### src/rtl/ntt_pkg.sv
/*
  pointwise multiplier shared definitions
  ring and bank geometry, modulus and Barrett constants, phase encoding
*/
package ntt_pkg;

    // coefficient arithmetic
    localparam int coef_width = 14;
    localparam logic [coef_width-1:0] modulus_q = 14'd12289;  // ntt friendly prime

    // Barrett reduction, m = floor(2^k / q)
    localparam int barrett_k = 28;
    localparam logic [coef_width:0] barrett_m = 15'd21843;

    // lane and bank geometry
    localparam int pe_number  = 4;                      // multiplier lanes
    localparam int bank_count = 2 * pe_number;          // even + odd bank per lane
    localparam int ring_size  = 64;                     // coefficients per polynomial
    localparam int bank_depth = ring_size / bank_count; // rows per bank
    localparam int addr_width = $clog2(bank_depth);

    // pipeline timing
    localparam int mul_delay    = 3;                           // mod_mul latency
    localparam int done_latency = 2 * bank_depth + mul_delay + 2;

    // multiply phase runs reads of both halves plus the pipeline drain
    localparam int mul_cycles = 2 * bank_depth + mul_delay;
    localparam int cnt_width  = $clog2(mul_cycles);

    typedef logic [coef_width-1:0] coef_t;
    typedef logic [addr_width-1:0] addr_t;

    // controller phases
    typedef enum logic [1:0] {
        phase_idle = 2'd0,
        phase_load = 2'd1,  // rows come in on bank_in
        phase_mul  = 2'd2,  // secret key multiply, write back in place
        phase_out  = 2'd3   // rows stream out
    } phase_t;

endpackage

### src/rtl/coef_bank.sv
/*
  coefficient bank
  one write port, one registered read port, bank_depth words
*/
`timescale 1ns/1ps

module coef_bank (
    input  logic           clk,
    input  logic           wr_en,
    input  ntt_pkg::addr_t wr_addr,
    input  ntt_pkg::coef_t wr_data,
    input  ntt_pkg::addr_t rd_addr,
    output ntt_pkg::coef_t rd_data
);
    import ntt_pkg::*;

    coef_t mem [bank_depth];  // maps to distributed or block ram

    always_ff @(posedge clk) begin
        if (wr_en) begin
            mem[wr_addr] <= wr_data;
        end
    end

    // read data one cycle after address
    always_ff @(posedge clk) begin
        rd_data <= mem[rd_addr];
    end

endmodule

### config.mk
export PLATFORM = sky130hd
export DESIGN_NAME = coef_bank
export DESIGN_NICKNAME = d
export VERILOG_FILES = /design/src/rtl/ntt_pkg.sv /design/src/rtl/coef_bank.sv
export SDC_FILE = /design/constraint.sdc
export NUM_CORES = 1
export LEC_CHECK = 0
export ABC_AREA = 1
export BUFFER_PORTS_ARGS = -buffer_cell sky130_fd_sc_hd__clkbuf_2
export CAP_MARGIN = 10
export CORE_MARGIN = 5
export CORE_UTILIZATION = 40
export DETAILED_ROUTE_END_ITERATION = 16
export GPL_TIMING_DRIVEN = 0
export PLACE_DENSITY = 0.69
export SLEW_MARGIN = 10
export SYNTH_ARGS = -nofsm -noshare
export SYNTH_HDL_FRONTEND = slang
export SYNTH_SLANG_ARGS = --single-unit
### constraint.sdc
create_clock -name clk -period 1.3 [get_ports clk]
set_input_delay 0 -clock clk [delete_from_list [all_inputs] [get_ports clk]]
set_output_delay 0 -clock clk [all_outputs]
set_load 0.01 [all_outputs]
==> reports/summary.log, run 1 <==
INFO  power_and_ir_drop power.share.switching=0.216
INFO  placement      place.port_buffers=35
INFO  clocking       clock-root-buffer=sky130_fd_sc_hd__clkbuf_16
INFO  job            maxCapViolations=0
INFO  setup_path     worst-endpoint-arrival=1.53ns
INFO  clocking       cts-root-to-sink-buffers=2
INFO  power_and_ir_drop ir_drop=0.892mV
INFO  yosys          yosysUniqueCellTypes=13
INFO  drt            routed_via_density=4.60
INFO  power_and_ir_drop power.net_switching=2140uW
INFO  power_and_ir_drop fraction_of_power_consumed_by_combinational_cells=0.068
INFO  power_and_ir_drop pwr_density_cell=1540nW/um2
INFO  yosys          synth.top_cells.by_count=sky130_fd_sc_hd__nand2_1, sky130_fd_sc_hd__edfxtp_1, sky130_fd_sc_hd__inv_1, sky130_fd_sc_hd__nand3_1, sky130_fd_sc_hd__inv_2
INFO  global_route   initial_antenna_violation_count=0
INFO  global_route   grt_start_max_net_pins=17
INFO  placement      detailedPlace.worstSlack=-0.137ns
INFO  yosys          syn_inst=515
INFO  die            die_y=125um
INFO  run_status     run_status=finished, final reports clean
INFO  yosys          postSynthAreaPerCell=10.2um2
INFO  final_layout   layout-drive-gt1-share=0.234
INFO  yosys          combinational_family_with_the_most_area_after_synthesis=simple AND/OR/NAND/NOR gates
INFO  yosys          number_of_enable_flip_flop_cells_after_synthesis=112
INFO  die            floorplan.initialDensity=0.402
INFO  clocking       tritoncts=yes
INFO  yosys          netlist_top_cells_area=sky130_fd_sc_hd__edfxtp_1, sky130_fd_sc_hd__nand2_1, sky130_fd_sc_hd__dfxtp_1, sky130_fd_sc_hd__nand3_1, sky130_fd_sc_hd__inv_1
INFO  global_route   via_count_of_the_first_global_routing_pass=3587
INFO  yosys          yosys.area_share.adder=0
INFO  sta            final-max-slew-violation-count=0
INFO  sta            post-route-worst-setup-slack=0.122ns
INFO  yosys          synth_nets=537
INFO  final_layout   area.growth.synth_to_final=22.8%
INFO  sta            achievable-frequency=849MHz
INFO  yosys          yosysWarnings=0
INFO  die            die_x=125um
INFO  drt            postRouteAntennaNets=0
INFO  power_and_ir_drop static-leakage-power=0.00294uW
INFO  power_and_ir_drop power_report.internal_total=7790uW
INFO  global_route   gr-usage-all-layers=0.159
INFO  clocking       clkSlewWorstSetupHoldPaths=0.05ns
INFO  yosys          dominantRegCellSynth=sky130_fd_sc_hd__edfxtp_1
INFO  drt            dr.first_iter.drc_count=392
INFO  yosys          synthesis.area=5260um2
INFO  sta            worst_slew_margin_rel=0.343
INFO  setup_path     crit_path_end_kind=flip-flop
INFO  yosys          synth_compound_gate_area_share=0
INFO  sta            finalCritPeriodShare=0.906
INFO  drt            avgRoutedWirePerCell=15.3um
INFO  drt            route.detailed.drc=0
INFO  yosys          synthDominantAreaCellType=sky130_fd_sc_hd__edfxtp_1
INFO  power_and_ir_drop pwr-share-clk=0.466
INFO  sta            hold_violations=0
INFO  die            row_count=42
INFO  setup_path     timing.critical_path.required=1.65ns
INFO  yosys          synthesized_flop_and_latch_total=126
INFO  setup_path     timing_worst_setup_path_type=in -> reg
INFO  placement      gp_routability_congestion=0.789
INFO  sta            worst_pin_slew=0.984ns
INFO  yosys          synth-simple-area-share=0.193
INFO  clocking       htree_levels=4
INFO  placement      detailed_place_hpwl=7410um
INFO  drt            vias=3579
INFO  clocking       cts-buffers-inserted=17
INFO  drt            drt_first_pass_iters=5
INFO  yosys          synthMuxAreaShare=0
INFO  final_layout   insertedDiodeCount=0
INFO  sta            finClkSkew=0.00525ns
INFO  sta            rsz0062_at_grt=false
INFO  final_layout   utilization=0.494
INFO  setup_path     critPathLaunchType=primary input
INFO  clocking       clk_latency=0.41ns
INFO  sta            timing.hold.ws=0.0704ns
INFO  global_route   gr-total-overflow=0
INFO  hold_path      min-delay-path-class=in -> reg
INFO  yosys          synth-async-reset-ratio=0
INFO  yosys          synth_sequential_area_ratio=0.692
INFO  drt            route.final.wire_length=11900um
INFO  setup_path     critical_path_fanouts_max=10
INFO  clocking       cts.sinks=126
INFO  final_layout   finish.net_count=611
INFO  yosys          netlist.area_leader.share=0.639
INFO  final_layout   stdcell_area=6460um2
INFO  die            dieArea=15600um2
INFO  yosys          synth_xor_area_frac=0
INFO  sta            timing.final.crit_period=1.18ns
INFO  power_and_ir_drop power_frac_seq=0.465
INFO  sta            setup_viol=0
INFO  yosys          yosys.cell_count.top_type=sky130_fd_sc_hd__nand2_1
INFO  die            placeableCoreArea=13100um2
INFO  placement      dpl_cell_area=5730um2
INFO  clocking       postCtsSetupBuffers=0
INFO  global_route   first_pass_grt_wire_length=18700um
INFO  die            io-pin-count=36
[per-stage QoR]
step	TNS (ns)	instances	total power, uW
2_1_floorplan	0	515	5070
3_3_place_gp	-50.49	726	5300
3_5_place_dp	-4.87	731	5340
4_1_cts	0	778	9980
5_1_grt	0	778	10300
6_report	0	778	9930
[cell families (layout without fill, tap and decap cells)]
group / after synthesis / in the layout
buf+inv: 137 / 224
flops: 126 / 126
simple gates: 252 / 252
[what timing repair did]
action                                  CTS  global route
endpoints found under the setup margin    0            10
hold endpoints to repair                116             0
gates resized for setup                   0             1
hold buffers                             15             0
[routing by layer]
metal	track usage	share of wire	wire length, um	vias to the layer above
li1	-	-	-	1754
met5	0	0	0	-
met2	0.269	0.50	5960	131
met4	0.0696	0.015	182	0
met1	0.194	0.41	4940	1673
met3	0.0356	0.071	842	21
[flip-flops by register name (all words and copies together) (netlist names)]
signal	cells
mem	112
rd_data	14
[path summary, 6_finish.rpt]
path              slack [ns]         end  startpoint  cells after the start
setup / recovery        0.12  rd_data[3]  rd_addr[2]                      5
hold / removal          0.07  rd_data[0]  rd_addr[1]                      6
setup reg to reg        0.42  rd_data[4]   mem[4][4]                      6
hold reg to reg         0.63  rd_data[9]   mem[0][9]                      6
[power by group through the flow]
| stage | sequential, uW | clock [uW] | combinational, uW |
|---|---|---|---|
| after floorplan | 4720 | 0 | 342 |
| after global placement | 4700 | 0 | 601 |
| after detailed placement | 4700 | 0 | 638 |
| after CTS | 4620 | 4680 | 682 |
| after global routing | 4630 | 4870 | 751 |
| final | 4620 | 4630 | 679 |
[worst max-delay path: stages]
cell,delay (ns)
sky130_fd_sc_hd__dlygate4sd3_1,0.55
sky130_fd_sc_hd__clkbuf_2,0.19
sky130_fd_sc_hd__clkbuf_1,0.53
sky130_fd_sc_hd__nand2_1,0.16
sky130_fd_sc_hd__nand2_1,0.10
[layout make-up]
type / instances / area, um2
multi-input combinational: 252 / 1040
timing repair buffer: 55 / 382
fill: 1134 / 6620
clock inverter: 14 / 150
tap: 176 / 220
clock buffer: 18 / 429
inverter: 118 / 449
sequential: 126 / 3640
buffer: 19 / 155
[cells in the final DEF (no fill, tap or decap), drive strengths merged]
cell type,count
clkinv,13
clkbuf,55
clkinvlp,3
dlygate4sd3,15
edfxtp,112
nor2,8
bufinv,3
dfxtp,14
nand3,56
buf,22
nand2,188
inv,113
Power figures use the tool's default switching activity.
==> run 2, diff against run 1 <==
- ABC_AREA: 1 -> default
- SETUP_SLACK_MARGIN: default -> 0.2
==> reports/summary.log, run 2 <==
INFO  sta            achievable-frequency=793MHz
INFO  yosys          syn_inst=188
INFO  die            floorplan.initialDensity=0.408
INFO  job            maxCapViolations=0
INFO  clocking       clk_latency=0.41ns
INFO  yosys          yosysUniqueCellTypes=13
INFO  global_route   gr-total-overflow=0
INFO  power_and_ir_drop static-leakage-power=0.00196uW
INFO  sta            timing.final.crit_period=1.26ns
INFO  yosys          synthDominantAreaCellType=sky130_fd_sc_hd__edfxtp_1
INFO  clocking       htree_levels=4
INFO  sta            post-route-worst-setup-slack=0.0390ns
INFO  global_route   via_count_of_the_first_global_routing_pass=2305
INFO  power_and_ir_drop pwr_density_cell=1660nW/um2
INFO  yosys          netlist.area_leader.share=0.726
INFO  drt            postRouteAntennaNets=0
INFO  setup_path     timing_worst_setup_path_type=reg -> reg
INFO  sta            fin_tns_setup=0ns
INFO  drt            avgRoutedWirePerCell=19.8um
INFO  clocking       cts.sinks=126
INFO  sta            timing.hold.ws=0.00898ns
INFO  placement      gp_routability_congestion=0.673
INFO  setup_path     cp.buffers_inverters=0
INFO  sta            finalCritPeriodShare=0.970
INFO  final_layout   finish.net_count=282
INFO  setup_path     crit-reg2reg-launch=mem[4][9]
INFO  setup_path     crit_start=mem[4][9]
INFO  setup_path     timing.critical_path.required=1.59ns
INFO  setup_path     cp_cell_sequence=mux4_2 -> mux2_4
INFO  setup_path     max_stage_delay=0.48ns
INFO  power_and_ir_drop fin_total_pwr=9510uW
INFO  yosys          yosysWarnings=0
INFO  final_layout   layout_commonest_cell=sky130_fd_sc_hd__edfxtp_1
INFO  clocking       clkSlewWorstSetupHoldPaths=0.05ns
INFO  hold_path      min-delay-path-class=in -> reg
INFO  sta            setup_viol=0
INFO  hold_path      worstHoldStart=rd_addr[1]
INFO  yosys          number_of_enable_flip_flop_cells_after_synthesis=112
INFO  yosys          synth-async-reset-ratio=0
INFO  sta            hold_violations=0
INFO  yosys          synthesized_flop_and_latch_total=126
INFO  final_layout   largestRegisters=mem (112), rd_data (14)
INFO  final_layout   layout-drive-gt1-share=0.451
INFO  die            io-pin-count=36
INFO  drt            drt_first_pass_iters=4
INFO  final_layout   area.growth.synth_to_final=23.9%
INFO  final_layout   highest_count_cells_in_the_layout_ignoring_fill_and_taps=sky130_fd_sc_hd__edfxtp_1, sky130_fd_sc_hd__clkbuf_2, sky130_fd_sc_hd__mux4_2
INFO  placement      detailed_place_hpwl=5030um
INFO  yosys          synthesis.area=4640um2
INFO  sta            finClkSkew=0.00971ns
INFO  setup_path     critPathLaunchType=flip-flop
INFO  die            die_y=118um
INFO  global_route   gr-usage-all-layers=0.128
INFO  final_layout   largest_register=mem
INFO  die            dieArea=13800um2
INFO  setup_path     worst-endpoint-arrival=1.55ns
INFO  yosys          synth_nets=210
INFO  setup_path     critical_path_fanouts_max=1
INFO  global_route   initial_antenna_violation_count=0
INFO  drt            dr.first_iter.drc_count=110
INFO  die            die_x=118um
INFO  yosys          postSynthAreaPerCell=24.7um2
INFO  drt            routed_via_density=4.96
INFO  final_layout   insertedDiodeCount=0
INFO  setup_path     crit_path_end_kind=flip-flop
INFO  drt            route.detailed.drc=0
INFO  clocking       tritoncts=yes
INFO  sta            final-max-slew-violation-count=0
INFO  die            placeableCoreArea=11400um2
INFO  run_status     run_status=finished, final reports clean
INFO  yosys          dominantRegCellSynth=sky130_fd_sc_hd__edfxtp_1
INFO  final_layout   largest_register_ff_count=112
INFO  sta            rsz0062_at_grt=true
INFO  yosys          synth_sequential_area_ratio=0.786
INFO  clocking       cts-buffers-inserted=17
INFO  setup_path     cell_class_contributing_the_biggest_share_of_worst_path_delay=multiplexers
INFO  drt            vias=2063
INFO  clocking       cts-root-to-sink-buffers=2
INFO  yosys          yosys.cell_count.top_type=sky130_fd_sc_hd__edfxtp_1
INFO  setup_path     critical-path-slowest-cell=sky130_fd_sc_hd__mux4_2
INFO  drt            route.final.wire_length=8220um
INFO  power_and_ir_drop ir_drop=0.865mV
INFO  global_route   grt_start_max_net_pins=17
INFO  clocking       clock-root-buffer=sky130_fd_sc_hd__clkbuf_16
INFO  global_route   first_pass_grt_wire_length=13000um
INFO  sta            worst_slew_margin_rel=0.371
INFO  placement      place.port_buffers=33
INFO  yosys          netlist_top_cells_area=sky130_fd_sc_hd__edfxtp_1, sky130_fd_sc_hd__mux4_1, sky130_fd_sc_hd__dfxtp_1, sky130_fd_sc_hd__mux2_2, sky130_fd_sc_hd__mux4_2
INFO  yosys          synth.top_cells.by_count=sky130_fd_sc_hd__edfxtp_1, sky130_fd_sc_hd__mux4_1, sky130_fd_sc_hd__dfxtp_1, sky130_fd_sc_hd__mux2_2, sky130_fd_sc_hd__nor2_1
INFO  die            row_count=39
INFO  sta            worst_pin_slew=0.942ns
INFO  placement      detailedPlace.worstSlack=-0.199ns
[run 2: worst paths after layout]
kind                 end  slack (ns)  depth (start not counted)
max           rd_data[9]        0.04                          2
min           rd_data[0]       0.009                          2
max reg2reg   rd_data[9]        0.04                          2
min reg2reg  rd_data[12]        0.68                          2
[run 2: cells by family (layout without fill, tap and decap cells)]
family,count (synthesis),in the layout,share of synthesized area
simple gates,13,13,0.0127
mux,42,42,0.190
buf+inv,7,92,0.0111
flops,126,126,0.786
[run 2: stage by stage]
| step | utilization | cell area (um2) | cells |
|---|---|---|---|
| floorplan | - | 4570 | 188 |
| detailed placement | 0.441 | 5020 | 369 |
| global route | 0.505 | 5740 | 416 |
| CTS | 0.503 | 5720 | 415 |
| global placement | 0.432 | 4920 | 364 |
| finish | 0.505 | 5740 | 416 |
[run 2: final cells by class]
| cell class | count | area [um2] |
|---|---|---|
| sequential | 126 | 3640 |
| fill | 903 | 5630 |
| tap | 143 | 179 |
| clock buffer | 25 | 495 |
| buffer | 7 | 68.8 |
| clock inverter | 7 | 62.6 |
| multi-input combinational | 55 | 892 |
| timing repair buffer | 53 | 400 |
[run 2: repair_timing]
item	CTS	global route
setup buffers	0	1
pin swaps	0	1
gates resized for setup	1	1
hold buffers	14	0
hold endpoints to repair	115	0
endpoints found under the setup margin	14	28
[run 2: power by group]
| group | total (uW) | switching [uW] | internal (uW) |
|---|---|---|---|
| Combinational | 524 | 257 | 267 |
| Clock | 4370 | 1560 | 2810 |
| Sequential | 4610 | 33.8 | 4580 |
[run 2: worst reg2reg max path: cells and delay by family, from the launching register on]
kind,cells,cell delay (ns)
mux,2,0.77
flops,1,0.37
[run 2: metal layers]
layer,vias to the layer above,share of wire,wire length (um),global-route usage
li1,932,-,-,-
met1,1056,0.40,3320,0.155
met2,61,0.52,4250,0.207
met3,14,0.063,516,0.0505
met4,0,0.017,141,0.0538
met5,-,0,0,0
