### src/rtl/ntt_pkg.sv
/*
  pointwise multiplier shared definitions
  ring and bank geometry, modulus and Barrett constants, phase encoding
*/
package ntt_pkg;

    // coefficient arithmetic
    localparam int coef_width = 14;
    localparam logic [coef_width-1:0] modulus_q = 14'd12289;  // ntt friendly prime

    // Barrett reduction, m = floor(2^k / q)
    localparam int barrett_k = 28;
    localparam logic [coef_width:0] barrett_m = 15'd21843;

    // lane and bank geometry
    localparam int pe_number  = 4;                      // multiplier lanes
    localparam int bank_count = 2 * pe_number;          // even + odd bank per lane
    localparam int ring_size  = 64;                     // coefficients per polynomial
    localparam int bank_depth = ring_size / bank_count; // rows per bank
    localparam int addr_width = $clog2(bank_depth);

    // pipeline timing
    localparam int mul_delay    = 3;                           // mod_mul latency
    localparam int done_latency = 2 * bank_depth + mul_delay + 2;

    // multiply phase runs reads of both halves plus the pipeline drain
    localparam int mul_cycles = 2 * bank_depth + mul_delay;
    localparam int cnt_width  = $clog2(mul_cycles);

    typedef logic [coef_width-1:0] coef_t;
    typedef logic [addr_width-1:0] addr_t;

    // controller phases
    typedef enum logic [1:0] {
        phase_idle = 2'd0,
        phase_load = 2'd1,  // rows come in on bank_in
        phase_mul  = 2'd2,  // secret key multiply, write back in place
        phase_out  = 2'd3   // rows stream out
    } phase_t;

endpackage

### src/rtl/pointwise_ctrl.sv
/*
  pointwise multiply controller
  phase FSM and cycle counter, bank read and write addressing,
  write-back delay line matching bank and multiplier latency, done pulse
*/
`timescale 1ns/1ps

module pointwise_ctrl (
    input  logic            clk,
    input  logic            reset,
    input  logic            load_bram,
    input  logic            start,
    output ntt_pkg::phase_t phase,
    output ntt_pkg::addr_t  rd_addr,
    output ntt_pkg::addr_t  wr_addr,
    output logic            wr_en,
    output logic            rd_bank_sel,
    output logic            wr_bank_sel,
    output logic            done
);
    import ntt_pkg::*;

    localparam int dl_depth = mul_delay + 1;  // bank read + multiplier

    logic [cnt_width-1:0] cnt;  // cycle within phase

    logic  rd_valid;            // multiply phase read issued this cycle
    logic  rd_sel;              // 0 even banks, 1 odd banks

    // write-back delay line, stage 0 lines up with bank read data
    logic [dl_depth-1:0] dl_valid;
    logic [dl_depth-1:0] dl_sel;
    addr_t               dl_addr [dl_depth];

    // phase FSM
    always_ff @(posedge clk or posedge reset) begin
        if (reset) begin
            phase <= phase_idle;
            cnt   <= '0;
        end else begin
            case (phase)
                phase_idle: begin
                    cnt <= '0;
                    if (load_bram) begin
                        phase <= phase_load;
                    end else if (start) begin
                        phase <= phase_mul;
                    end
                end
                phase_load: begin  // one row per cycle
                    if (cnt == cnt_width'(bank_depth - 1)) begin
                        phase <= phase_idle;
                        cnt   <= '0;
                    end else begin
                        cnt <= cnt + 1'b1;
                    end
                end
                phase_mul: begin
                    // even half, odd half, then drain the lanes
                    if (cnt == cnt_width'(mul_cycles - 1)) begin
                        phase <= phase_out;
                        cnt   <= '0;
                    end else begin
                        cnt <= cnt + 1'b1;
                    end
                end
                phase_out: begin
                    if (cnt == cnt_width'(bank_depth - 1)) begin
                        phase <= phase_idle;
                        cnt   <= '0;
                    end else begin
                        cnt <= cnt + 1'b1;
                    end
                end
                default: begin
                    phase <= phase_idle;
                    cnt   <= '0;
                end
            endcase
        end
    end

    // row index is the low counter bits in every phase
    assign rd_addr  = cnt[addr_width-1:0];
    assign rd_sel   = cnt[addr_width];  // second half of reads go odd
    assign rd_valid = (phase == phase_mul) && (cnt < cnt_width'(2 * bank_depth));

    // valid and select shift, cleared on reset
    always_ff @(posedge clk or posedge reset) begin
        if (reset) begin
            dl_valid <= '0;
            dl_sel   <= '0;
        end else begin
            dl_valid <= {dl_valid[dl_depth-2:0], rd_valid};
            dl_sel   <= {dl_sel[dl_depth-2:0], rd_sel};
        end
    end

    // address follows the same path
    always_ff @(posedge clk) begin
        dl_addr[0] <= rd_addr;
        for (int i = 1; i < dl_depth; i++) begin
            dl_addr[i] <= dl_addr[i-1];
        end
    end

    assign rd_bank_sel = dl_sel[0];  // select for data leaving the banks now

    // load writes straight from the counter, otherwise delayed write-back
    assign wr_en       = (phase == phase_load) || dl_valid[dl_depth-1];
    assign wr_addr     = (phase == phase_load) ? cnt[addr_width-1:0] : dl_addr[dl_depth-1];
    assign wr_bank_sel = dl_sel[dl_depth-1];

    // done one cycle into the output phase, row 0 already read
    always_ff @(posedge clk or posedge reset) begin
        if (reset) begin
            done <= 1'b0;
        end else begin
            done <= (phase == phase_out) && (cnt == '0);
        end
    end

endmodule

### config.mk
export PLATFORM = sky130hd
export DESIGN_NAME = pointwise_ctrl
export DESIGN_NICKNAME = d
export VERILOG_FILES = /design/src/rtl/ntt_pkg.sv /design/src/rtl/pointwise_ctrl.sv
export SDC_FILE = /design/constraint.sdc
export NUM_CORES = 1
export LEC_CHECK = 0
export BUFFER_PORTS_ARGS = -buffer_cell sky130_fd_sc_hd__buf_2
export CAP_MARGIN = 30
export CORE_MARGIN = 2
export CORE_UTILIZATION = 47
export CTS_CLUSTER_SIZE = 12
export DETAILED_ROUTE_END_ITERATION = 12
export HOLD_SLACK_MARGIN = 0.03
export PLACE_DENSITY = 0.71
export SETUP_SLACK_MARGIN = 0.15
export SLEW_MARGIN = 20
export SYNTH_ARGS = -nofsm -noshare
export SYNTH_HDL_FRONTEND = slang
export SYNTH_SLANG_ARGS = --single-unit
### constraint.sdc
create_clock -name clk -period 1.1 [get_ports clk]
set_input_delay 0.11 -clock clk [delete_from_list [all_inputs] [get_ports clk]]
set_output_delay 0.11 -clock clk [all_outputs]
set_load 0.005 [all_outputs]
==> results of run 1 <==
area by class of cell:
type	count	area (µm²)
Clock buffer	4	26.3
Fill cell	136	523
Inverter	3	13.8
Timing Repair Buffer	39	334
Multi-Input combinational cell	35	345
Sequential cell	28	646
Tap cell	27	33.8
worst paths after layout:
path,startpoint,endpoint,slack (ps)
min reg2reg,dl_addr[2][1],dl_addr[3][1],340
max reg2reg,cnt[0],cnt[0],-170
max in group asynchronous,reset,cnt[1],410
min in group asynchronous,reset,phase[1],230
max,phase[1],wr_addr[2],-340
min,start,phase[1],70
sequential cells by signal, summed over array words and instances (netlist names):
register,flops
dl_addr,12
cnt,5
dl_sel,4
phase,2
done,1
dl_valid,4
routing by layer:
metal	share of wire (%)	global-route usage, %	up-vias
li1	-	-	303
met1	44	23.1	316
met2	52	30.8	14
met3	2.0	1.84	3
met4	1.6	12.9	0
met5	0	0	-
kinds of logic (layout without fill, tap and decap cells):
group	Yosys count	count (layout)	share of synthesized area, %
flip-flops	28	28	68.0
AND/OR/NAND/NOR	21	21	13.9
AO/OA/AOI/OAI	7	7	5.31
buffers and inverters	7	46	4.78
adder cells (fa/ha/maj)	3	3	3.98
XOR/XNOR	3	3	2.79
multiplexers	1	1	1.20
power groups by stage:
stage | logic [µW] | clock network (µW) | registers, µW
global route | 2300 | 494 | 1770
detailed placement | 1320 | 0 | 1710
global placement | 1310 | 0 | 1690
CTS | 1950 | 431 | 1680
floorplan | 712 | 0 | 1730
finish | 2150 | 432 | 1720
critical path, delay by kind of cell, from the launching register on:
kind	cells	cell delay (ps)
multiplexers	1	300
AND/OR/NAND/NOR	1	160
flip-flops	1	410
buffers and inverters	1	110
cells in the mapped netlist (all sizes together):
cell type and number:
dfrtp 16, dfxtp 12, nor2 6, buf 4
nand2 4, ha 3, inv 3, nor2b 3
a21oi 2, nand2b 2, nand3 2, nand4bb 2
o21ai 2, xor2 2, a22o 1, a22oi 1
a41oi 1, mux2 1, nor3 1, or2 1
xnor2 1
stage by stage:
step	utilization (%)	hold slack, ps	worst slack, ps	area (µm²)
detailed placement	59.4	56.6	-110	1140
global route	72.8	56.7	-397	1400
global placement	59.4	54.9	-89.3	1140
CTS	70.2	54.4	-324	1350
floorplan	-	23.7	-68.7	962
finish	72.8	68.4	-339	1400
cell usage in the layout, fill, tap and decap left out, drive strengths merged:
cell,instances
dlygate4sd3,1
a21oi,2
or2,1
a41oi,1
buf,38
dfxtp,12
nand2b,2
a22o,1
ha,3
xnor2,1
nand4bb,2
dfrtp,16
a22oi,1
inv,3
xor2,2
nor3,1
nand2,4
o21ai,2
clkbuf,4
nor2b,3
nand3,2
nor2,6
mux2,1
what timing repair did:
action / 4_1_cts / 5_1_grt
hold buffers: 1 / 0
buffers inserted: 9 / 0
hold endpoints to repair: 16 / 0
endpoints found under the setup margin: 20 / 21
pin swaps: 11 / 9
gates resized for setup: 24 / 13
==> flow_summary_export.csv, run 1 <==
group,metric,value,unit
setup_path,cp_data_arrival_time,1330,ps
power,p_leak,0.000646,µW
floorplan,die_w,48.8,µm
placement,portBuffers,15,
floorplan,fp.coreArea,1920,µm²
setup_path,cp-end-kind,"primary output",
timing,final.setup_skew,20.5,ps
grt,grt_pass1_wl,3230,µm
cts,clkLatencyLatePin,340,ps
setup_path,slowest_stage,"dfrtp_1",
timing,min_period,1440,ps
synthesis,synth_top_area_share,42.5,%
finish,layout.nets,117,
power,p_sw,1400,µW
floorplan,pin_count,16,
setup_path,cp.required,990,ps
cts,cts_tree,"built",
timing,fmax,695,MHz
power,switching_share,32.7,%
timing,slew_headroom,80.2,%
setup_path,worstSetupPathType,"register to primary output",
detailed_routing,drt_iter0_markers,14,
floorplan,rows,16,
setup_path,cp_max_fo,3,
cts,cts_sinks,28,
placement,dpl.hpwl,1130,µm
cts,cts_max_path_buffers,2,
grt,grt_max_degree,16,
power,combPwrFrac,50.0,%
synthesis,ys_top_cells_by_area,"dfrtp_1, dfxtp_1, ha_1",
finish,area_growth,48.5,%
power,irDropWorstVdd,1870,µV
power,pwr-share-clk,10.1,%
synthesis,synth_nets,77,
detailed_routing,wl_per_cell,15.2,µm
timing,setup_viol,17,
grt,track_usage,18.7,%
finish,diodes,0,
timing,fin_setup_tns,-2490,ps
timing,finalHoldViolations,0,
detailed_routing,drc,0,
cts,cts_buffers,3,
setup_path,r2r_cells,5,
synthesis,syn_avg_cell_area,13.5,µm²
hold_path,hold_class,"primary input to register",
detailed_routing,post_drt_via_cell_ratio,4.68,
synthesis,syn_inst,70,
timing,rsz0062_at_grt,"yes",
finish,drive_above_1_share,59.6,%
grt,grt_antenna_before_repair,0,
run_status,status,"finished, violations left",
run_status,failed_checks,"negative setup slack",
power,p_int,2900,µW
synthesis,ys_seq_area_share,68.0,%
setup_path,crit_chain,"nand2b_4 > mux2_4 > buf_6",
synthesis,ys.warnings.count,0,
setup_path,crit_path_max_incr_delay,410,ps
cts,cts_root_buf,"clkbuf_4",
power,p_total,4300,µW
timing,min_period_over_period,131,%
grt,grt_overflow,0,
grt,grt_pass1_vias,698,
detailed_routing,dr.pass1.iters,6,
placement,placedCellCount,122,
detailed_routing,dr_total_vias,636,
floorplan,dieArea,2380,µm²
synthesis,syn_area,942,µm²
timing,report.final.slew_viol_count,0,
synthesis,synth_top_area_cell,"dfrtp_1",
floorplan,die_h,48.8,µm
power,seqPwrFrac,40.0,%
detailed_routing,ant_nets,0,
hold_path,min_path_cells,3,
detailed_routing,drt-total-wl,2070,µm
cts,path_clk_slew,150,ps
timing,final.setup.worst_slack,-339,ps
floorplan,start_util,49.0,%
job,maxCapViolCount,0,
finish,instances_no_fill,136,
cts,h-tree-depth,1,
synthesis,ys_types,25,
power,powerDensity,3070,nW/µm²
timing,worst_slew_pin_slew,296,ps
placement,place.gp.congestion,0.837,
setup_path,start_kind,"register",
synthesis,ys_ff_latch,28,
No activity file was read; power rests on OpenSTA's default activity.
==> run 2: changes to the inputs <==
--- a/config.mk
+++ b/config.mk
@@ -5,14 +5,14 @@
 export SDC_FILE = /design/constraint.sdc
 export NUM_CORES = 1
 export LEC_CHECK = 0
-export BUFFER_PORTS_ARGS = -buffer_cell sky130_fd_sc_hd__buf_2
+export BUFFER_PORTS_ARGS = -buffer_cell sky130_fd_sc_hd__buf_4
 export CAP_MARGIN = 30
 export CORE_MARGIN = 2
-export CORE_UTILIZATION = 47
+export CORE_UTILIZATION = 55
 export CTS_CLUSTER_SIZE = 12
 export DETAILED_ROUTE_END_ITERATION = 12
 export HOLD_SLACK_MARGIN = 0.03
-export PLACE_DENSITY = 0.71
+export PLACE_DENSITY = 0.78
 export SETUP_SLACK_MARGIN = 0.15
 export SLEW_MARGIN = 20
 export SYNTH_ARGS = -nofsm -noshare
==> constraint.sdc (replaced) <==
create_clock -name clk -period 1.7 [get_ports clk]
set_input_delay 0.17 -clock clk [delete_from_list [all_inputs] [get_ports clk]]
set_output_delay 0.17 -clock clk [all_outputs]
set_load 0.005 [all_outputs]
==> run 2 against run 1 <==
The run now ends clean. Total power fell by 50%. Via count fell by 16%. First-iteration DRC count fell by 50%. Critical endpoint unchanged. Critical path depth did not move. Combinational power fell by 67%. Sequential share of layout area rose by 12 points. Critical path type unchanged. Highest routed layer unchanged. Clock-buffer cell count did not move.
==> flow_summary_export.csv, run 2 (synthesized netlist as in run 1, its figures left out) <==
group,metric,value,unit
floorplan,die_h,45.4,µm
timing,min_period,1500,ps
grt,grt_overflow,0,
detailed_routing,dr_total_vias,536,
setup_path,crit_path_max_incr_delay,450,ps
timing,slew_headroom,60.7,%
timing,min_period_over_period,88.3,%
floorplan,dieArea,2060,µm²
run_status,status,"complete, no violations",
cts,cts_sinks,28,
power,combPwrFrac,33.2,%
setup_path,start_kind,"register",
power,switching_share,30.5,%
detailed_routing,post_drt_via_cell_ratio,5.15,
finish,layout_common_cells,"buf_4, dfrtp_1, dfxtp_1",
setup_path,crit_chain,"nand2b_4 > mux2_2 > buf_4",
detailed_routing,wl_per_cell,13.8,µm
floorplan,pin_count,16,
detailed_routing,drc,0,
finish,largest_reg_flops,12,
finish,area_growth,18.3,%
finish,fin_util,71.5,%
grt,grt_pass1_wl,2420,µm
timing,finalHoldViolations,0,
finish,stdcell_area,1110,µm²
setup_path,cp_max_fo,6,
timing,final.setup_skew,1.40,ps
cts,clkLatencyLatePin,310,ps
floorplan,die_w,45.4,µm
setup_path,crit_family,"flip-flops",
timing,hold_slack,149,ps
floorplan,rows,14,
power,p_total,2160,µW
power,powerDensity,1940,nW/µm²
detailed_routing,drt-total-wl,1440,µm
timing,setup_viol,0,
grt,grt_pass1_vias,525,
grt,track_usage,16.8,%
cts,cts_max_path_buffers,2,
finish,diodes,0,
cts,path_clk_slew,140,ps
hold_path,hold_class,"primary input to register",
setup_path,slowest_stage,"dfrtp_2",
cts,h-tree-depth,1,
detailed_routing,ant_nets,0,
setup_path,worstSetupPathType,"register to primary output",
power,irDropWorstVdd,1130,µV
timing,rsz0062_at_grt,"no",
power,p_leak,0.000533,µW
power,p_sw,659,µW
power,pwr-share-clk,14.3,%
floorplan,start_util,60.4,%
timing,fin_setup_tns,0,ps
setup_path,cp-end-kind,"primary output",
setup_path,cp_data_arrival_time,1330,ps
timing,worst_slew_pin_slew,588,ps
grt,grt_antenna_before_repair,0,
finish,mostFrequentLayoutCell,"buf_4",
placement,portBuffers,15,
cts,cts_tree,"built",
power,seqPwrFrac,52.5,%
job,maxCapViolCount,0,
placement,dpl.hpwl,1040,µm
finish,layout.nets,96,
cts,cts_root_buf,"clkbuf_4",
setup_path,cp.required,1530,ps
finish,regMostFlops,"dl_addr",
detailed_routing,drt_iter0_markers,7,
grt,grt_max_degree,17,
power,p_int,1500,µW
finish,reg.largest.list,"dl_addr: 12 flops, cnt: 5 flops",
cts,cts_buffers,3,
placement,dpl-instance-area,1040,µm²
timing,report.final.slew_viol_count,0,
detailed_routing,dr.pass1.iters,4,
setup_path,critPathBufInv,1,
floorplan,fp.coreArea,1560,µm²
finish,drive_above_1_share,34.1,%
timing,fmax,666,MHz
placement,place.gp.congestion,0.838,
-- run 2: cell count changes in the layout (fill, tap and decap cells not counted), sizes merged --
| cell | delta |
|---|---|
| buf | -21 |
-- run 2: routing by layer --
| layer | share of wire (%) | up-vias | GRT usage [%] |
|---|---|---|---|
| met1 | 47 | 253 | 22.9 |
| met3 | 4.1 | 4 | 3.17 |
| met5 | 0 | - | 0 |
| met4 | 1.2 | 0 | 7.65 |
| li1 | - | 266 | - |
| met2 | 47 | 13 | 26.2 |
-- run 2: layout make-up --
type	count	area, µm²
fill	105	444
inverter	3	11.3
sequential	28	643
tap	16	20.0
multi-input combinational	35	267
clock buffer	4	36.3
timing repair buffer	18	138
-- run 2: final timing paths --
check                                 to           from  cells past startpoint  slack [ps]
min in group asynchronous    dl_valid[3]          reset                      3         470
max in group asynchronous       phase[1]          reset                      3         820
max                           wr_addr[2]       phase[0]                      3         200
max reg2reg                       cnt[1]         cnt[0]                      4         310
min reg2reg                dl_addr[3][2]  dl_addr[2][2]                      0         340
min                             phase[1]          start                      3         150
-- run 2: what timing repair did --
item | CTS | global route
endpoints found under the hold margin | 16 | 0
setup buffers | 2 | 0
endpoints found under the setup margin | 1 | 4
gates resized for setup | 2 | 2
hold buffers | 1 | 0
-- run 2: power groups by stage --
stage	registers (µW)	clock network, µW	logic [µW]
after floorplan	1110	0	427
after global placement	1160	0	627
after detailed placement	1180	0	637
after CTS	1130	309	713
after global routing	1160	336	808
final	1130	309	718
-- run 2: worst min-delay path: cells and delay by family --
kind	cells	cell delay (ps)
buf+inv	1	110
compound gates	2	160
-- run 2: per-stage QoR --
stage | instances | setup slack, ps
detailed placement | 97 | 290
global route | 104 | 148
finish | 104 | 198
floorplan | 70 | 473
global placement | 97 | 351
CTS | 104 | 158
