File: src/rtl/ntt_pkg.sv
/*
  pointwise multiplier shared definitions
  ring and bank geometry, modulus and Barrett constants, phase encoding
*/
package ntt_pkg;

    // coefficient arithmetic
    localparam int coef_width = 14;
    localparam logic [coef_width-1:0] modulus_q = 14'd12289;  // ntt friendly prime

    // Barrett reduction, m = floor(2^k / q)
    localparam int barrett_k = 28;
    localparam logic [coef_width:0] barrett_m = 15'd21843;

    // lane and bank geometry
    localparam int pe_number  = 4;                      // multiplier lanes
    localparam int bank_count = 2 * pe_number;          // even + odd bank per lane
    localparam int ring_size  = 64;                     // coefficients per polynomial
    localparam int bank_depth = ring_size / bank_count; // rows per bank
    localparam int addr_width = $clog2(bank_depth);

    // pipeline timing
    localparam int mul_delay    = 3;                           // mod_mul latency
    localparam int done_latency = 2 * bank_depth + mul_delay + 2;

    // multiply phase runs reads of both halves plus the pipeline drain
    localparam int mul_cycles = 2 * bank_depth + mul_delay;
    localparam int cnt_width  = $clog2(mul_cycles);

    typedef logic [coef_width-1:0] coef_t;
    typedef logic [addr_width-1:0] addr_t;

    // controller phases
    typedef enum logic [1:0] {
        phase_idle = 2'd0,
        phase_load = 2'd1,  // rows come in on bank_in
        phase_mul  = 2'd2,  // secret key multiply, write back in place
        phase_out  = 2'd3   // rows stream out
    } phase_t;

endpackage

File: src/rtl/mod_mul.sv
/*
  modular multiplier, p = a * b mod q
  three stage pipeline with Barrett reduction
*/
`timescale 1ns/1ps

module mod_mul (
    input  logic           clk,
    input  logic           reset,
    input  ntt_pkg::coef_t a,
    input  ntt_pkg::coef_t b,
    output ntt_pkg::coef_t p
);
    import ntt_pkg::*;

    // stage 1, full product below q^2
    logic [2*coef_width-1:0] prod_q;

    // stage 2, quotient estimate next to the product
    logic [3*coef_width:0]   est_full;  // prod * m, 43 bits
    logic [coef_width:0]     quot_q;
    logic [2*coef_width-1:0] prod_d_q;

    // stage 3 combinational part
    logic [2*coef_width-1:0] quot_times_q;
    logic [2*coef_width-1:0] diff_full;
    logic [coef_width+1:0]   r0;  // below 3q, fits 16 bits
    logic [coef_width+1:0]   r1;
    logic [coef_width+1:0]   r2;

    assign est_full = prod_q * barrett_m;

    assign quot_times_q = quot_q * modulus_q;
    assign diff_full    = prod_d_q - quot_times_q;
    assign r0           = diff_full[coef_width+1:0];

    // estimate is short by at most two multiples of q
    assign r1 = (r0 >= modulus_q) ? r0 - modulus_q : r0;
    assign r2 = (r1 >= modulus_q) ? r1 - modulus_q : r1;

    always_ff @(posedge clk or posedge reset) begin
        if (reset) begin
            prod_q   <= '0;
            quot_q   <= '0;
            prod_d_q <= '0;
            p        <= '0;
        end else begin
            prod_q   <= a * b;
            quot_q   <= est_full[barrett_k +: coef_width+1];  // >> k
            prod_d_q <= prod_q;
            p        <= r2[coef_width-1:0];
        end
    end

endmodule

File: config.mk
export PLATFORM = sky130hd
export DESIGN_NAME = mod_mul
export DESIGN_NICKNAME = d
export VERILOG_FILES = /design/src/rtl/ntt_pkg.sv /design/src/rtl/mod_mul.sv
export SDC_FILE = /design/constraint.sdc
export NUM_CORES = 1
export LEC_CHECK = 0
export BUFFER_PORTS_ARGS = -buffer_cell sky130_fd_sc_hd__clkbuf_2
export CAP_MARGIN = 25
export CORE_MARGIN = 2
export CORE_UTILIZATION = 50
export CTS_BUF_LIST = sky130_fd_sc_hd__clkbuf_8
export CTS_CLUSTER_DIAMETER = 50
export DETAILED_ROUTE_END_ITERATION = 7
export PLACE_DENSITY = 0.78
export SLEW_MARGIN = 20
export SYNTH_ARGS = -nofsm -noshare
export SYNTH_HDL_FRONTEND = slang
export SYNTH_SLANG_ARGS = --single-unit
File: constraint.sdc
create_clock -name clk -period 13.7 [get_ports clk]
set_clock_uncertainty 0.05 [all_clocks]
set_input_delay 2.74 -clock clk [delete_from_list [all_inputs] [get_ports clk]]
set_output_delay 2.74 -clock clk [all_outputs]
set_load 0.02 [all_outputs]
==> out/metrics.csv, run 1 <==
stage,metric,value,unit
finish,Ant. Diodes,0,
clock_tree,hold-fix buffers at CTS,0,
place,Final HPWL DP,31.44,mm
drt,initial detailed-routing violation count,600,
worst_setup_path,WS Path Type,input pin to register,
sta,Max Slew Vio Count,0,
clock_tree,CTS-repair resized insts,0,
clock_tree,cts bufs inserted,9,
die,Die X-Extent,193.1,um
clock_tree,postcts setup bufs,0,
drt,DRT Wirelength,36.77,mm
place,IO buf count,43,
die,Starting Density,50.52,%
sta,RSZ-0062 raised after global routing,false,
synthesis,Post-synth ARST share,100.0,%
synthesis,"Cell Area, Synth",17880,um^2
synthesis,"Seq/Total Area, Yosys",10.22,%
global_routing,first-pass GRT wire length,62.62,mm
global_routing,gr ovfl total,0,
worst_setup_path,CP Capture Type,register,
place,GPL Wtd Cong,0.8870,
die,I/O Pins,44,
clock_tree,CTS tree,built,
sta,Setup-failing EPs final,0,
clock_tree,Skew-Pair Late Insertion Delay,0.38,ns
sta,fin crit period,8.851,ns
die,area of the die,37290,um^2
worst_hold_path,Tightest Hold Check Type,register to register,
sta,fmax,0.1130,GHz
global_routing,All-Layer GR Usage,20.90,%
finish,fin nets,2564,
sta,final worst-path cycle share,64.61,%
worst_setup_path,CP arrival,9.09,ns
clock_tree,H-tree depth,3,
finish,non-filler instance count after layout,2372,
finish,proportion of layout cells with a drive suffix above 1,4.710,%
global_routing,vias in the first global route,13240,
run,maxcap violations,0,
finish,P&R area growth vs syn,4.996,%
clock_tree,Num Clock Sinks,73,
synthesis,syn_nets,2547,
drt,Vias/cell,5.351,
sta,relative slew slack,44.99,%
synthesis,Synth Warn #,0,
sta,Hold Fails Final Rpt,0,
synthesis,predominant post-synthesis flop cell,dfrtp_1,
drt,drt wl/cell,15.50,um
die,die height,193.1,um
sta,Setup TNS,0,ns
run_status,status,finished clean,
synthesis,Cells after Synth,1889,
drt,"antenna viol nets, final",0,
drt,DR vias,12690,
drt,Pre-Repair DR Iteration Count,5,
finish,Fillers,3111,
synthesis,Synth Register Bits,73,
clock_tree,root buffer cell,clkbuf_8,
worst_setup_path,CP Data Required Time,13.94,ns
clock_tree,Clock transition at path regs,0.09,ns
die,core area,35400,um^2
place,number of cells after detailed placement,2354,
synthesis,Post-synth EDFFs,0,
sta,Tightest Pin Transition,0.8175,ns
drt,DRC,0,
synthesis,average cell area after synthesis,9.466,um^2
global_routing,initial antenna violation count,0,
worst_setup_path,critical path startpoint category,input pin,
worst_setup_path,critical path peak fanout,14,
synthesis,library cells used by synthesis,77,
clock_tree,maximum clock path buffer count,2,
global_routing,largest net degree at the start of global routing,74,
die,Rows,69,
registers in the layout (all words and copies together) (netlist names):
signal    cells
p            14
quot_q       15
prod_d_q     16
prod_q       28
critical path: stages:
cell,delay (ns)
clkbuf_2,0.29
nand2_1,0.13
fa_1,0.55
inv_1,0.05
fa_1,0.47
fa_1,0.52
inv_1,0.05
fa_1,0.51
fa_1,0.50
inv_1,0.05
fa_1,0.37
ha_1,0.36
a21o_1,0.17
a21oi_1,0.22
nor3b_1,0.43
a21boi_0,0.22
o21ai_0,0.14
a41o_1,0.29
o41ai_1,0.50
o2111ai_1,0.19
a21oi_1,0.20
xnor2_1,0.13
kinds of logic (layout without fill, tap and decap cells):
kind of cell    count (synthesis)  after routing  synth area share [%]
compound gates                170            170                 6.682
xor+xnor                       84             84                 4.156
fa+ha+maj                     628            628                 55.99
buf+inv                       508            530                 10.73
flops                          73             73                 10.22
mux                             3              3                0.1679
simple gates                  423            423                 12.06
worst paths after layout:
check | startpoint | to | slack [ns] | cells past startpoint
worst max-delay path | a[7] | prod_q[26]$_DFF_PP0_ | 4.85 | 22
worst min-delay path | prod_q[2]$_DFF_PP0_ | prod_d_q[2]$_DFF_PP0_ | 0.51 | 0
worst max register to register | quot_q[0]$_DFF_PP0_ | p[3]$_DFF_PP0_ | 5.76 | 25
worst min register to register | prod_q[2]$_DFF_PP0_ | prod_d_q[2]$_DFF_PP0_ | 0.51 | 0
max in group asynchronous | reset | prod_q[26]$_DFF_PP0_ | 10.75 | 4
min in group asynchronous | reset | p[0]$_DFF_PP0_ | 2.29 | 3
metrics by stage:
stage | util, % | instance area, um^2 | hold slack, ns | setup WS, ns
final | 53.04 | 18770 | 0.5083 | 4.849
after global routing | 53.04 | 18770 | 0.5135 | 4.494
after CTS | 52.95 | 18740 | 0.5088 | 4.868
after detailed placement | 52.33 | 18520 | 0.5126 | 4.488
after global placement | 52.33 | 18520 | 0.5107 | 4.610
after floorplan | - | 17880 | 0.3953 | 4.971
layout by cell type (no fill, tap or decap), types with 3 or more instances in the layout:
cell       instances
a211oi_1           7
a21o_1            13
a21oi_1           50
a31oi_1            8
and2_1            78
and3_1             9
clkbuf_2          43
clkbuf_8           9
dfrtp_1           73
fa_1             287
ha_1             341
inv_1            467
mux2i_1            3
nand2_1          168
nand2b_1          11
nand3_1           18
nand3b_1           5
nand4_1            7
nor2_1            49
nor2b_1            5
nor3_1            28
nor3b_1            3
nor4_1            10
nor4_4             3
nor4b_1            4
o2111ai_1          3
o211a_1            3
o211ai_1           9
o21a_1            11
o21ai_0           21
o21bai_1           6
o22ai_1            4
o31ai_1            3
o41ai_2            3
or2_2              5
or3_1              6
xnor2_1           66
xor2_1            17
layout make-up:
class                   instances  area, um^2  share of cell area (%)
inverters                     467        1753                   9.337
repair buffers                 47       262.8                   1.400
multi-input cells            1308       14140                   75.29
flip-flops and latches         73        1827                   9.730
clock inverters                 7       95.09                  0.5065
well taps                     461       576.8                   3.072
clock buffers                   9       123.9                  0.6598
synthesized netlist by cell type, types with 3 or more instances:
library cell	count	share of area, %
inv_1	467	9.8
ha_1	341	24
fa_1	287	32
nand2_1	168	3.5
and2_1	78	2.7
dfrtp_1	73	10
xnor2_1	66	3.2
a21oi_1	50	1.4
nor2_1	49	1.0
clkbuf_1	33	0.69
nor3_1	28	0.78
o21ai_0	21	0.59
nand3_1	18	0.50
xor2_1	17	0.83
a21o_1	13	0.55
nand2b_1	11	0.38
o21a_1	11	0.46
nor4_1	10	0.35
and3_1	9	0.31
o211ai_1	9	0.38
a31oi_1	8	0.28
a211oi_1	7	0.29
nand4_1	7	0.24
o21bai_1	6	0.25
or3_1	6	0.21
buf_2	5	0.14
nand3b_1	5	0.21
nor2b_1	5	0.17
or2_2	5	0.17
nor4b_1	4	0.20
o22ai_1	4	0.14
mux2i_1	3	0.17
nor3b_1	3	0.13
nor4_4	3	0.36
o2111ai_1	3	0.15
o211a_1	3	0.17
o31ai_1	3	0.13
o41ai_2	3	0.27
per-layer routing:
| metal | GRT usage, % | routed length [um] | up-vias |
|---|---|---|---|
| met1 | 27.75 | 15780 | 6347 |
| met2 | 36.44 | 18670 | 320 |
| met3 | 2.389 | 1642 | 58 |
| met5 | 0 | 0 | - |
| li1 | - | - | 5967 |
| met4 | 5.332 | 685 | 0 |
Power of run 1 is left out: the tool's default activity adds up to more than one toggle a clock period on the data nets, which glitch-free logic cannot reach.
==> inputs of run 2 (changes only) <==
ABC_AREA = 1   (was default)
clock period = 8.55 ns   (was 13.7 ns; I/O delays follow)
==> out/metrics.csv, run 2 <==
stage,metric,value,unit
sta,Setup-failing EPs final,0,
finish,Ant. Diodes,0,
synthesis,Synth area leader,fa_1,
synthesis,library cells used by synthesis,43,
place,Final HPWL DP,35.41,mm
synthesis,"count leader, synth",inv_1,
finish,Multi-input gate area,14420,um^2
run,maxcap violations,0,
drt,Vias/cell,5.197,
finish,fin nets,2946,
synthesis,post-synthesis mux area share,0,%
die,Die X-Extent,197.9,um
sta,final worst-path cycle share,83.43,%
clock_tree,Skew-Pair Late Insertion Delay,0.39,ns
worst_setup_path,WS Path Type,input pin to register,
synthesis,"Cell Area, Synth",18790,um^2
synthesis,"Seq/Total Area, Yosys",9.722,%
worst_setup_path,Worst path top cell family by delay,adder cells,
worst_setup_path,critical path startpoint category,input pin,
worst_setup_path,CP Capture Type,register,
die,Rows,71,
drt,"antenna viol nets, final",0,
drt,DRT Wirelength,40.93,mm
sta,Tightest Pin Transition,0.6064,ns
drt,DR vias,14380,
sta,fin crit period,7.133,ns
finish,P&R area growth vs syn,4.655,%
sta,relative slew slack,59.57,%
finish,"commonest non-fill, non-tap cell in the layout",inv_1,
worst_setup_path,CP cell instances,clkbuf_2 -> nand2_1 -> fa_1 -> inv_1 -> fa_1 -> inv_1 -> fa_1 -> inv_1 -> fa_1 -> fa_1 -> fa_1 -> ha_1 -> a21oi_1 -> o21ai_0 -> o21bai_1 -> a21boi_0 -> o21ai_0 -> a21oi_1 -> o21ai_0 -> nand3_1 -> nand2_1 -> nand2_1 -> nand2_1,
global_routing,first-pass GRT wire length,70.16,mm
clock_tree,maximum clock path buffer count,2,
finish,FF/Latch Area,1827,um^2
drt,Pre-Repair DR Iteration Count,5,
finish,"Core Util, Final",52.70,%
drt,DRC,0,
worst_setup_path,CP Data Required Time,8.80,ns
synthesis,average cell area after synthesis,8.292,um^2
sta,Max Slew Vio Count,0,
finish,Fillers,3414,
synthesis,Synth Area in Compound Gates,4.848,%
die,die height,197.9,um
synthesis,XOR/XNOR Fraction of Synth Area,3.176,%
finish,proportion of layout cells with a drive suffix above 1,5.102,%
synthesis,Synth Register Bits,73,
clock_tree,CTS tree,built,
sta,Hold Fails Final Rpt,0,
finish,max reg flops,28,
worst_setup_path,Crit path largest cell delay,0.55,ns
place,IO buf count,43,
global_routing,gr ovfl total,0,
sta,Setup TNS,0,ns
global_routing,vias in the first global route,15330,
finish,"Most flops, register",prod_q,
worst_setup_path,CP max stage cell,fa_1,
synthesis,Synth Warn #,0,
die,I/O Pins,44,
synthesis,Post-synth EDFFs,0,
worst_setup_path,cell with the most instances on the worst path,fa_1,
clock_tree,postcts setup bufs,0,
clock_tree,hold-fix buffers at CTS,0,
clock_tree,H-tree depth,3,
global_routing,All-Layer GR Usage,22.22,%
worst_setup_path,number of buffers and inverters on the critical path,4,
die,core area,37310,um^2
synthesis,syn_nets,2924,
die,area of the die,39140,um^2
finish,Largest regs,"prod_q x28, prod_d_q x16, quot_q x15",
sta,fmax,0.1402,GHz
worst_hold_path,Tightest Hold Check Type,register to register,
drt,drt wl/cell,14.79,um
synthesis,Post-synth ARST share,100.0,%
clock_tree,Clock transition at path regs,0.09,ns
synthesis,predominant post-synthesis flop cell,dfrtp_1,
place,GPL Wtd Cong,0.9292,
clock_tree,root buffer cell,clkbuf_8,
worst_setup_path,critical path peak fanout,14,
drt,initial detailed-routing violation count,560,
synthesis,Adder-Cell Fraction of Synth Area,53.29,%
synthesis,most instantiated cells after synthesis,"631 x inv_1, 448 x nand2_1, 341 x ha_1",
clock_tree,CTS-repair resized insts,0,
clock_tree,Num Clock Sinks,73,
global_routing,largest net degree at the start of global routing,74,
synthesis,area share of the largest cell type after synthesis,30.58,%
run_status,status,finished clean,
worst_setup_path,CP arrival,7.38,ns
synthesis,post-synthesis simple-gate area fraction,15.43,%
clock_tree,cts bufs inserted,9,
finish,most frequent cells in the layout,"630 x inv_1, 448 x nand2_1, 341 x ha_1, 287 x fa_1, 87 x a21oi_1",
synthesis,Cells after Synth,2266,
synthesis,largest family of logic cells by synthesized area,adder cells,
synthesis,"top cells by area, synth","fa_1 31%, ha_1 23%, inv_1 13%",
global_routing,initial antenna violation count,0,
die,Starting Density,50.36,%
sta,Hold Slack,0.5193,ns
sta,RSZ-0062 raised after global routing,false,
==> run 2: changes by cell type in the layout (fill, tap and decap cells not counted), sizes merged, moves of 32 or more <==
cell / change
nand3: +37
inv: +165
nor2: +34
nand2: +304
and2: -78
xnor2: -45
nand4: +32
a21oi: +37
==> run 2: path summary, 6_finish.rpt <==
check | start | endpoint | slack (ns) | cells past startpoint
setup / recovery | a[7] | prod_q[25]$_DFF_PP0_ | 1.42 | 23
setup reg to reg | quot_q[0]$_DFF_PP0_ | p[7]$_DFF_PP0_ | 1.80 | 32
hold / removal | prod_q[3]$_DFF_PP0_ | prod_d_q[3]$_DFF_PP0_ | 0.52 | 0
hold reg to reg | prod_q[3]$_DFF_PP0_ | prod_d_q[3]$_DFF_PP0_ | 0.52 | 0
max in group asynchronous | reset | quot_q[7]$_DFF_PP0_ | 6.63 | 4
min in group asynchronous | reset | prod_d_q[3]$_DFF_PP0_ | 1.26 | 3
==> run 2: cells by family (layout without fill, tap and decap cells) <==
family	Yosys count	count (layout)
adder cells (fa/ha/maj)	628	628
buffers and inverters	668	695
AO/OA/AOI/OAI	162	162
flip-flops	73	73
AND/OR/NAND/NOR	669	669
XOR/XNOR	66	66
==> run 2: per-stage QoR <==
stage	worst slack [ns]	cells	cell area (um^2)
6_report	1.417	2767	19660
5_1_grt	1.096	2767	19660
4_1_cts	1.447	2766	19640
3_5_place_dp	1.026	2750	19440
3_3_place_gp	1.097	2750	19440
2_1_floorplan	1.488	2266	18790
==> run 2: routing by layer <==
layer	GRT usage (%)	part of all wire [%]
met5	0	0
met4	9.245	4.0
met3	2.487	4.3
met2	41.07	52
met1	26.11	40
==> run 2: worst reg2reg max path, delay by kind of cell (launching register included) <==
kind                     cells  cell delay, ns
adder cells (fa/ha/maj)      8            3.00
AND/OR/NAND/NOR             19            2.74
flip-flops                   1            0.44
AO/OA/AOI/OAI                1            0.07
buffers and inverters        4            0.34
==> run 2: area by class of cell <==
type / count / share of cell area, %
multi-input cells: 1525 / 73.33
inverters: 634 / 12.10
flip-flops and latches: 73 / 9.290
well taps: 474 / 3.016
repair buffers: 45 / 1.273
clock buffers: 10 / 0.6999
clock inverters: 6 / 0.2927
Power of run 2 is left out for the same reason.
==> inputs of run 3 (changes only) <==
ABC_AREA = 0   (was 1)
clock period = 6.7 ns   (was 8.55 ns; I/O delays follow)
==> out/metrics.csv, run 3 (same netlist as run 1, synthesis figures left out) <==
stage,metric,value,unit
finish,final instance area,20310,um^2
clock_tree,root buffer cell,clkbuf_8,
drt,DR vias,13260,
place,IO buf count,43,
run,maxcap violations,0,
global_routing,gr ovfl total,0,
worst_setup_path,CP Capture Type,register,
drt,DRC,0,
finish,Ant. Diodes,0,
sta,fin crit period,6.691,ns
sta,Hold Fails Final Rpt,0,
global_routing,first-pass GRT wire length,67.05,mm
sta,relative slew slack,49.28,%
drt,Vias/cell,5.288,
die,Die X-Extent,193.1,um
worst_setup_path,CP max stage cell,fa_1,
drt,met3 routed WL,1.444,mm
die,Starting Density,50.52,%
drt,"antenna viol nets, final",0,
finish,"commonest non-fill, non-tap cell in the layout",inv_1,
drt,initial detailed-routing violation count,501,
sta,Max Slew Vio Count,0,
finish,P&R area growth vs syn,13.56,%
global_routing,initial antenna violation count,0,
die,die height,193.1,um
worst_setup_path,CP arrival,6.91,ns
worst_setup_path,register-to-register setup slack,0.009,ns
drt,met2 routed WL,20.50,mm
worst_hold_path,Tightest Hold Check Type,register to register,
die,area of the die,37290,um^2
global_routing,largest net degree at the start of global routing,74,
finish,proportion of layout cells with a drive suffix above 1,13.83,%
clock_tree,H-tree depth,3,
drt,Pre-Repair DR Iteration Count,5,
finish,"Most flops, register",prod_q,
sta,final worst-path cycle share,99.86,%
place,Final HPWL DP,34.12,mm
global_routing,All-Layer GR Usage,22.38,%
worst_setup_path,critical path peak fanout,5,
global_routing,vias in the first global route,14380,
die,core area,35400,um^2
clock_tree,Num Clock Sinks,73,
worst_setup_path,Crit path largest cell delay,0.53,ns
clock_tree,cts bufs inserted,9,
place,dpl cell area,19560,um^2
run_status,status,finished clean,
clock_tree,CTS tree,built,
finish,Fillers,2910,
die,I/O Pins,44,
sta,Tightest Pin Transition,0.7550,ns
finish,Multi-input gate area,14630,um^2
sta,fmax,0.1495,GHz
finish,most frequent cells in the layout,"463 x inv_1, 333 x ha_1, 286 x fa_1, 166 x nand2_1, 129 x buf_4",
drt,met1 WL,16.58,mm
worst_setup_path,critical path startpoint category,register,
worst_setup_path,WS Path Type,register to register,
finish,fin nets,2700,
clock_tree,Clock transition at path regs,0.09,ns
drt,DRT Wirelength,39.62,mm
finish,Largest regs,"prod_q x28, prod_d_q x16, quot_q x15",
clock_tree,Skew-Pair Late Insertion Delay,0.38,ns
clock_tree,maximum clock path buffer count,2,
drt,Top Metal Used,met4,
die,Rows,69,
finish,max reg flops,28,
sta,RSZ-0062 raised after global routing,true,
drt,drt wl/cell,15.80,um
finish,FF/Latch Area,1828,um^2
place,GPL Wtd Cong,0.9197,
sta,Setup-failing EPs final,0,
worst_setup_path,CP Data Required Time,6.92,ns
run 3: worst paths after layout:
path,startpoint,endpoint,cells past startpoint
worst max register to register,quot_q[0]$_DFF_PP0_,p[6]$_DFF_PP0_,33
max in group asynchronous,reset,quot_q[14]$_DFF_PP0_,4
worst min-delay path,prod_q[6]$_DFF_PP0_,prod_d_q[6]$_DFF_PP0_,0
worst min register to register,prod_q[6]$_DFF_PP0_,prod_d_q[6]$_DFF_PP0_,0
worst max-delay path,quot_q[0]$_DFF_PP0_,p[6]$_DFF_PP0_,33
min in group asynchronous,reset,prod_q[5]$_DFF_PP0_,3
run 3: stage by stage:
step | hold WS, ns | utilization [%] | setup TNS (ns) | std cells | setup slack, ns
floorplan | 0.3953 | - | -0.01207 | 1889 | -0.01207
global placement | 0.4312 | 55.25 | -0.4949 | 2475 | -0.2003
detailed placement | 0.4330 | 55.25 | -1.004 | 2475 | -0.2700
CTS | 0.4478 | 55.94 | -0.003409 | 2491 | -0.003409
global route | 0.4542 | 57.37 | -2.694 | 2508 | -0.2679
finish | 0.4488 | 57.37 | 0 | 2508 | 0.009126
run 3: what timing repair did:
action	in CTS	in global routing
endpoints found under the setup margin	10	19
resized for setup	9	74
buffers inserted	0	17
pin swaps	5	37
hold buffers	0	0
run 3: layout make-up:
type / count / share of cell area, %
multi-input cells: 1308 / 72.07
flip-flops and latches: 73 / 9.002
inverters: 467 / 8.639
repair buffers: 183 / 6.519
well taps: 461 / 2.841
clock buffers: 10 / 0.6778
clock inverters: 6 / 0.2526
run 3: layer usage:
layer,up-vias,track usage (%)
met1,6634,27.75
met2,290,40.54
li1,6237,-
met3,102,2.697
met4,0,7.168
met5,-,0
run 3: critical path, delay by kind of cell, from the launching register on:
kind            cells  cell delay (ns)
compound gates      7             1.04
xor+xnor            1             0.13
fa+ha+maj           8             2.50
buf+inv             9             1.13
flops               1             0.42
simple gates        8             1.30
Power of run 3 is left out for the same reason.
